[src/logic/cvt_config.svh]
`ifndef CVT_CONFIG_SVH
`define CVT_CONFIG_SVH

// single precision source format
`define CVT_EXP_BITS    8
`define CVT_MAN_BITS    23
`define CVT_EXP_BIAS    127

// destination integer width
`define CVT_INT_WIDTH   32

// internal signed exponent, wide enough for -126 .. +128
`define CVT_EXP_WIDTH   10

// request tag carried through the pipe
`define CVT_TAG_WIDTH   4

// right shift amount, covers 0 .. INT_WIDTH+1
`define CVT_SHIFT_WIDTH 6

`endif

[src/logic/cvt_pkg.sv]
`include "cvt_config.svh"

package cvt_pkg;

    typedef struct packed {
        logic is_zero;
        logic is_subnormal;
        logic is_normal;
        logic is_inf;
        logic is_nan;
        logic is_signaling;
    } fp_class_t;

    // risc-v frm encoding
    typedef enum logic [2:0] {
        RNE = 3'd0,
        RTZ = 3'd1,
        RDN = 3'd2,
        RUP = 3'd3,
        RMM = 3'd4
    } rnd_mode_t;

    typedef struct packed {
        logic nv;
        logic dz;  // unused here, kept for fcsr layout
        logic of;
        logic uf;
        logic nx;
    } fflags_t;

    typedef struct packed {
        logic [`CVT_EXP_BITS+`CVT_MAN_BITS:0] operand;
        logic                                 is_unsigned;
        rnd_mode_t                            rnd_mode;
        logic [`CVT_TAG_WIDTH-1:0]            tag;
    } cvt_req_t;

    typedef struct packed {
        logic [`CVT_TAG_WIDTH-1:0]        tag;
        logic                             is_unsigned;
        rnd_mode_t                        rnd_mode;
        fp_class_t                        clss;
        logic                             sign;
        logic signed [`CVT_EXP_WIDTH-1:0] exponent;  // unbiased
        logic [`CVT_MAN_BITS:0]           mantissa;  // hidden bit on top
    } unpack_t;

    typedef struct packed {
        logic [`CVT_TAG_WIDTH-1:0]   tag;
        logic                        is_unsigned;
        rnd_mode_t                   rnd_mode;
        fp_class_t                   clss;
        logic                        sign;
        logic [2*`CVT_INT_WIDTH:0]   mant;  // 33 int bits . 32 fraction bits
        logic                        of_before_round;
    } align_t;

    typedef struct packed {
        logic [`CVT_TAG_WIDTH-1:0]   tag;
        logic                        is_unsigned;
        fp_class_t                   clss;
        logic                        sign;
        logic [`CVT_INT_WIDTH-1:0]   magnitude;
        logic                        inexact;
        logic                        of_before_round;
    } round_t;

    typedef struct packed {
        logic [`CVT_INT_WIDTH-1:0] result;
        fflags_t                   fflags;
        logic [`CVT_TAG_WIDTH-1:0] tag;
    } cvt_rsp_t;

endpackage

[src/logic/cvt_align.sv]
`timescale 1ns/1ps
`include "cvt_config.svh"

// moves the mantissa so that the binary point sits between
// mant[W] and mant[W-1] of the 2W+1 bit field
module cvt_align (
    input  cvt_pkg::unpack_t stage_i,
    output cvt_pkg::align_t  stage_o
);

    localparam int W  = `CVT_INT_WIDTH;
    localparam int MB = `CVT_MAN_BITS;
    localparam int EW = `CVT_EXP_WIDTH;
    localparam int SW = `CVT_SHIFT_WIDTH;

    logic [2*W:0]          preshift;
    logic [SW-1:0]         shamt;
    logic                  of_before_round;
    logic signed [EW-1:0]  ovf_limit;

    // hidden bit lands on 2^(W-1), one spare integer bit above for the carry
    assign preshift = {1'b0, stage_i.mantissa, {(2*W-MB-1){1'b0}}};

    // unsigned range is one binade larger
    assign ovf_limit = EW'(W - 1) + EW'(stage_i.is_unsigned);

    always_comb begin
        of_before_round = 1'b0;
        shamt           = '0;
        if ($signed(stage_i.exponent) >= ovf_limit) begin
            of_before_round = 1'b1;  // keep shamt at zero
        end else if ($signed(stage_i.exponent) < -1) begin
            // below one half, everything ends up in sticky
            shamt = SW'(W + 1);
        end else begin
            shamt = SW'(W - 1) - SW'(stage_i.exponent);
        end
    end

    always_comb begin
        stage_o.tag             = stage_i.tag;
        stage_o.is_unsigned     = stage_i.is_unsigned;
        stage_o.rnd_mode        = stage_i.rnd_mode;
        stage_o.clss            = stage_i.clss;
        stage_o.sign            = stage_i.sign;
        stage_o.mant            = preshift >> shamt;
        stage_o.of_before_round = of_before_round;
    end

endmodule

[src/logic/cvt_pipe_reg.sv]
`timescale 1ns/1ps

// one pipeline stage: valid bit plus payload, held while en_i is low
module cvt_pipe_reg #(
    parameter type payload_t = logic
) (
    input  logic     clk,
    input  logic     rst_i,
    input  logic     en_i,
    input  logic     valid_i,
    input  payload_t data_i,
    output logic     valid_o,
    output payload_t data_o
);

    // only the valid bit is control state
    always_ff @(posedge clk) begin
        if (rst_i) begin
            valid_o <= 1'b0;
        end else if (en_i) begin
            valid_o <= valid_i;
        end
    end

    always_ff @(posedge clk) begin
        if (en_i) begin
            data_o <= data_i;  // bubbles load too, harmless
        end
    end

endmodule

[src/logic/cvt_resolve.sv]
`timescale 1ns/1ps
`include "cvt_config.svh"

module cvt_resolve (
    input  cvt_pkg::round_t   stage_i,
    output cvt_pkg::cvt_rsp_t rsp_o
);

    import cvt_pkg::*;

    localparam int W = `CVT_INT_WIDTH;
    localparam logic [W-1:0] INT_MIN_MAG = {1'b1, {(W-1){1'b0}}};  // 2^(W-1)

    logic [W-1:0] int_result;     // two's complement of the magnitude
    logic         range_of;
    logic         neg_unsigned;
    logic         is_special;
    logic [W-1:0] special_result;
    fflags_t      special_flags;
    fflags_t      regular_flags;

    assign int_result = stage_i.sign ? (-stage_i.magnitude) : stage_i.magnitude;

    // signed range after rounding, unsigned overflow already folded in
    assign range_of = ~stage_i.is_unsigned
                    & (stage_i.sign ? (stage_i.magnitude > INT_MIN_MAG)
                                    : stage_i.magnitude[W-1]);

    assign neg_unsigned = stage_i.sign & stage_i.is_unsigned & (stage_i.magnitude != '0);

    assign is_special = stage_i.clss.is_nan
                      | stage_i.clss.is_inf
                      | stage_i.of_before_round
                      | range_of
                      | neg_unsigned;

    // nan saturates to the positive limit
    always_comb begin
        if (stage_i.sign && !stage_i.clss.is_nan) begin
            special_result = stage_i.is_unsigned ? '0 : INT_MIN_MAG;
        end else begin
            special_result = stage_i.is_unsigned ? '1 : ~INT_MIN_MAG;
        end
    end

    always_comb begin
        special_flags    = '0;
        special_flags.nv = 1'b1;
        regular_flags    = '0;
        regular_flags.nx = stage_i.inexact;
    end

    always_comb begin
        rsp_o.result = is_special ? special_result : int_result;
        rsp_o.fflags = is_special ? special_flags : regular_flags;
        rsp_o.tag    = stage_i.tag;
    end

endmodule

[src/logic/cvt_round.sv]
`timescale 1ns/1ps
`include "cvt_config.svh"

module cvt_round (
    input  cvt_pkg::align_t stage_i,
    output cvt_pkg::round_t stage_o
);

    import cvt_pkg::*;

    localparam int W = `CVT_INT_WIDTH;

    logic [W:0] int_part;     // integer bits incl. spare top bit
    logic       round_bit;
    logic       sticky_bit;
    logic       inexact;
    logic       round_up;
    logic [W:0] rounded;

    assign int_part   = stage_i.mant[2*W:W];
    assign round_bit  = stage_i.mant[W-1];
    assign sticky_bit = |stage_i.mant[W-2:0];
    assign inexact    = round_bit | sticky_bit;

    // direction depends on sign for RDN/RUP since we round the magnitude
    always_comb begin
        case (stage_i.rnd_mode)
            RNE:     round_up = round_bit & (sticky_bit | int_part[0]);
            RTZ:     round_up = 1'b0;
            RDN:     round_up = inexact & stage_i.sign;
            RUP:     round_up = inexact & ~stage_i.sign;
            RMM:     round_up = round_bit;  // ties away
            default: round_up = 1'b0;
        endcase
    end

    assign rounded = int_part + {{W{1'b0}}, round_up};

    always_comb begin
        stage_o.tag         = stage_i.tag;
        stage_o.is_unsigned = stage_i.is_unsigned;
        stage_o.clss        = stage_i.clss;
        stage_o.sign        = stage_i.sign;
        stage_o.magnitude   = rounded[W-1:0];
        stage_o.inexact     = inexact;
        // a carry out of W bits is beyond even the unsigned range
        stage_o.of_before_round = stage_i.of_before_round | rounded[W];
    end

endmodule

[src/logic/cvt_unpack.sv]
`timescale 1ns/1ps
`include "cvt_config.svh"

module cvt_unpack (
    input  cvt_pkg::cvt_req_t req_i,
    output cvt_pkg::unpack_t  stage_o
);

    import cvt_pkg::*;

    localparam int EB = `CVT_EXP_BITS;
    localparam int MB = `CVT_MAN_BITS;
    localparam int EW = `CVT_EXP_WIDTH;

    logic [EB-1:0] exp_field;
    logic [MB-1:0] man_field;
    logic          exp_zero;
    logic          exp_ones;
    logic          man_zero;
    logic [EB-1:0] exp_eff;  // subnormals behave as exponent field 1
    fp_class_t     clss;

    assign exp_field = req_i.operand[MB +: EB];
    assign man_field = req_i.operand[MB-1:0];

    assign exp_zero = (exp_field == '0);
    assign exp_ones = &exp_field;
    assign man_zero = (man_field == '0);

    always_comb begin
        clss.is_zero      = exp_zero & man_zero;
        clss.is_subnormal = exp_zero & ~man_zero;
        clss.is_normal    = ~exp_zero & ~exp_ones;
        clss.is_inf       = exp_ones & man_zero;
        clss.is_nan       = exp_ones & ~man_zero;
        clss.is_signaling = exp_ones & ~man_zero & ~man_field[MB-1];  // quiet bit clear
    end

    assign exp_eff = exp_zero ? EB'(1) : exp_field;

    always_comb begin
        stage_o.tag         = req_i.tag;
        stage_o.is_unsigned = req_i.is_unsigned;
        stage_o.rnd_mode    = req_i.rnd_mode;
        stage_o.clss        = clss;
        stage_o.sign        = req_i.operand[EB+MB];
        stage_o.exponent    = EW'(exp_eff) - EW'(`CVT_EXP_BIAS);
        stage_o.mantissa    = {~exp_zero, man_field};  // hidden bit
    end

endmodule

[src/logic/fp_to_int_cvt.sv]
`timescale 1ns/1ps

// float to int32 converter, four stage pipe
// unpack -> s0 -> align -> s1 -> round -> s2 -> resolve -> out
module fp_to_int_cvt (
    input  logic              clk,
    input  logic              rst_i,
    input  logic              valid_i,
    output logic              ready_o,
    input  cvt_pkg::cvt_req_t req_i,
    output logic              valid_o,
    input  logic              ready_i,
    output cvt_pkg::cvt_rsp_t rsp_o
);

    import cvt_pkg::*;

    logic     stall;

    unpack_t  unpack_d;
    unpack_t  unpack_q;
    logic     valid_s0;

    align_t   align_d;
    align_t   align_q;
    logic     valid_s1;

    round_t   round_d;
    round_t   round_q;
    logic     valid_s2;

    cvt_rsp_t rsp_d;

    // whole pipe freezes when the head is blocked, no bubble squashing
    assign stall   = valid_o & ~ready_i;
    assign ready_o = ~stall;

    cvt_unpack u_unpack (.req_i(req_i), .stage_o(unpack_d));

    cvt_pipe_reg #(.payload_t(unpack_t)) u_reg_s0 (
        .clk(clk), .rst_i(rst_i), .en_i(~stall),
        .valid_i(valid_i), .data_i(unpack_d),
        .valid_o(valid_s0), .data_o(unpack_q)
    );

    cvt_align u_align (.stage_i(unpack_q), .stage_o(align_d));

    cvt_pipe_reg #(.payload_t(align_t)) u_reg_s1 (
        .clk(clk), .rst_i(rst_i), .en_i(~stall),
        .valid_i(valid_s0), .data_i(align_d),
        .valid_o(valid_s1), .data_o(align_q)
    );

    cvt_round u_round (.stage_i(align_q), .stage_o(round_d));

    cvt_pipe_reg #(.payload_t(round_t)) u_reg_s2 (
        .clk(clk), .rst_i(rst_i), .en_i(~stall),
        .valid_i(valid_s1), .data_i(round_d),
        .valid_o(valid_s2), .data_o(round_q)
    );

    cvt_resolve u_resolve (.stage_i(round_q), .rsp_o(rsp_d));

    // output register drives the response port directly
    cvt_pipe_reg #(.payload_t(cvt_rsp_t)) u_reg_out (
        .clk(clk), .rst_i(rst_i), .en_i(~stall),
        .valid_i(valid_s2), .data_i(rsp_d),
        .valid_o(valid_o), .data_o(rsp_o)
    );

endmodule

[config.mk]
export PLATFORM = sky130hd
export DESIGN_NAME = fp_to_int_cvt
export DESIGN_NICKNAME = d
export VERILOG_FILES = /design/src/logic/cvt_pkg.sv /design/src/logic/cvt_align.sv /design/src/logic/cvt_pipe_reg.sv /design/src/logic/cvt_resolve.sv /design/src/logic/cvt_round.sv /design/src/logic/cvt_unpack.sv /design/src/logic/fp_to_int_cvt.sv
export VERILOG_INCLUDE_DIRS = /design/src /design/src/logic
export SDC_FILE = /design/constraint.sdc
export NUM_CORES = 1
export LEC_CHECK = 0
export BUFFER_PORTS_ARGS = -buffer_cell sky130_fd_sc_hd__clkbuf_2
export CAP_MARGIN = 5
export CORE_MARGIN = 1
export CORE_UTILIZATION = 35
export CTS_CLUSTER_SIZE = 24
export DETAILED_ROUTE_END_ITERATION = 12
export PLACE_DENSITY_LB_ADDON = 0.15
export SLEW_MARGIN = 20
export SYNTH_ARGS = -nofsm -noshare
export SYNTH_HDL_FRONTEND = slang
export SYNTH_HIERARCHICAL = 1
export SYNTH_SLANG_ARGS = --single-unit
[constraint.sdc]
create_clock -name clk -period 19.35 [get_ports clk]
set_input_delay 0.9675 -clock clk [delete_from_list [all_inputs] [get_ports clk]]
set_output_delay 0.9675 -clock clk [all_outputs]
set_load 0.01 [all_outputs]
==> metrics.md <==
| Metric | Value |
|---|---|
| Status | `finished, final reports clean` |
| Ys Warns | `6` |
| Setup TNS | `0 ns` |
| # IOs | `87` |
| Initial DRC count | `634` |
| Highest net fanout along the worst path | `26` |
| Final antenna diode count | `0` |
| P&R area growth vs syn | `9.658%` |
| Combinational share of power | `about 14%` |
| Worst setup path category | `reg -> reg` |
| Vias in the first global route | `~8,000` |
| Post-route DRC | `0` |
| CTS root buf | `clkbuf_16` |
| CTS Sinks | `~210` |
| Initial Utilization | `~36%` |
| Worst-margin pin slew | `1.005 ns` |
| Arr. time, crit path | `about 4.2 ns` |
| Via count | `between 8,000 and 9,000` |
| Setup violations, final | `0` |
| Layout cells sized above 1 | `about 18%` |
| Endpoints failing hold | `0` |
| PostCTS Resize Cnt | `0` |
| CP required | `~20 ns` |
| Number of I/O port buffers | `86` |
| Mean post-synth cell area | `between 10 and 15 um^2` |
| Sw Share | `a little over a quarter` |
| DP Cell Count | `1,496` |
| Period minus WS final | `about 3.9 ns` |
| Flop pwr share | `between 40% and 50%` |
| Worst skew pair latency | `between 0.5 and 0.6 ns` |
| Nets | `roughly 1,100` |
| Routed len/inst | `between 15 and 20 um` |
| Routed WL | `about 30,000 um` |
| Netlist Area Pre-Place | `between 0.01 and 0.015 mm^2` |
| Slew HR | `between 30 and 40%` |
| WHS | `between 0.4 and 0.5 ns` |
| Vias per cell | `between 5 and 6` |
| DIE AREA | `between 0.03 and 0.04 mm^2` |
| Crit. End Element | `register` |
| Tot Pwr | `between 1 and 1.5 mW` |
| Static Leak | `roughly 4.8 nW` |
| Power per Cell Area | `89.80 mW/mm^2` |
| RSZ-0062 raised after global routing | `no` |
| First-pass DRT Iterations | `5` |
| Cts hold-fix bufs | `0` |
| Hpwl dp | `21,260 um` |
| Setup Buffers After CTS | `0` |
| Core ar. | `between 0.03 and 0.04 mm^2` |
| Slew Viols, Final | `0` |
| Period utilization | `between 10% and 20%` |
| DRT antenna net count | `0` |
| Worst-case vdd ir drop | `between 0.00006 and 0.00007 V` |
| Startpoint types | `register` |
| First-pass GRT wire length | `46,680 um` |
| GRT Util Overall | `17.35%` |
| H-tree depth | `1` |
| Total internal power | `0.8560 mW` |
| Clk pin slew, worst setup/hold paths | `around 0.050 ns` |
| FMAX | `approximately 0.26 GHz` |
| Final cell count without fillers | `around 1,500` |
| Layout Skew | `0.008605 ns` |
| MaxCap Viol Count | `0` |
| Die width | `between 150 and 200 um` |
| Row cnt | `66` |
| Die Span Y | `about 190 um` |
| Clock power share | `37.4%` |
| Max Root-Sink Buffers | `3` |
| Total CTS buffers | `25` |
| Overflow after GRT | `0` |
| Largest net degree at the start of global routing | `just over 90` |
| Post-Synthesis Cells | `1,063` |
| Hold Path Class | `reg -> reg` |
| Psw | `0.3101 mW` |
| CTS tree | `built` |
| Gpl congestion | `0.8871` |
| Initial antenna violation count | `0` |
==> worst max-delay path, stage by stage (launching register included) <==
cell      delay, ns
edfxtp_1       0.32
buf_4          0.34
inv_1          0.18
ha_1           0.31
nand2b_1       0.17
a21oi_2        0.36
o21ai_4        0.15
a21oi_4        0.39
o22ai_1        0.21
o22ai_1        0.65
mux2i_1        0.20
o32ai_1        0.34
==> final cells by class <==
type,count,area (um^2)
Fill cell,3187,19960
Sequential cell,209,6236
Clock buffer,32,651.9
Timing Repair Buffer,100,539.3
Multi-Input combinational cell,724,4817
Inverter,21,78.83
Clock inverter,14,108.9
Tap cell,442,553.0
==> final timing paths <==
path,startpoint,to,slack (ns),cells after the start
worst max-delay path,u_reg_s0/data_o[24]$_DFFE_PP_,u_reg_s1/data_o[17]$_DFFE_PP_,15.50,11
worst min-delay path,u_reg_s0/data_o[47]$_DFFE_PP_,u_reg_s1/data_o[79]$_DFFE_PP_,0.42,0
worst max register to register,u_reg_s0/data_o[24]$_DFFE_PP_,u_reg_s1/data_o[17]$_DFFE_PP_,15.50,11
worst min register to register,u_reg_s0/data_o[47]$_DFFE_PP_,u_reg_s1/data_o[79]$_DFFE_PP_,0.42,0
==> routing by layer <==
layer / vias up / part of all wire, % / global-route usage, %
met3: 64 / 4.6 / 2.583
met1: 4095 / 45 / 23.03
met5: - / 0 / 0
met4: 0 / 3.7 / 6.754
li1: 4108 / - / -
met2: 275 / 47 / 28.40
==> cell usage in the layout (no fill, tap or decap), types with 12 or more instances in the layout <==
cell type / instances
nor2_1: 85
inv_1: 20
clkbuf_2: 86
edfxtp_1: 205
nor4_1: 23
o21ai_0: 35
o32a_1: 12
a21oi_1: 57
o22ai_1: 27
xnor2_1: 21
nand2_1: 82
nor3_1: 24
nand4_1: 14
mux2i_1: 35
nand3_1: 34
clkbuf_16: 25
xor2_1: 17
o21ai_1: 12
buf_4: 13
a31oi_1: 17
o221ai_1: 13
==> flip-flops by register name (all words and copies together), names as in the netlist <==
register	count
u_reg_out/data_o	41
u_reg_out/valid_o	1
u_reg_s1/valid_o	1
u_reg_s0/valid_o	1
u_reg_s2/data_o	42
u_reg_s1/data_o	77
u_reg_s0/data_o	45
u_reg_s2/valid_o	1
==> power by group through the flow <==
stage          Clock, mW  Sequential (mW)  Combinational (mW)
2_1_floorplan          0            0.578               0.112
3_3_place_gp           0            0.581               0.157
6_report           0.436            0.572               0.158
5_1_grt            0.468            0.578               0.175
4_1_cts            0.451            0.572               0.158
3_5_place_dp           0            0.581               0.157
==> stage by stage <==
step	cell area [um^2]	setup slack, ns	utilization (%)
5_1_grt	12990	15.31	39.41
3_3_place_gp	12220	15.42	37.09
3_5_place_dp	12220	15.38	37.09
6_report	12990	15.50	39.41
2_1_floorplan	11850	12.29	-
4_1_cts	12980	15.53	39.40
Note: power is estimated with default switching activity, not from simulation.
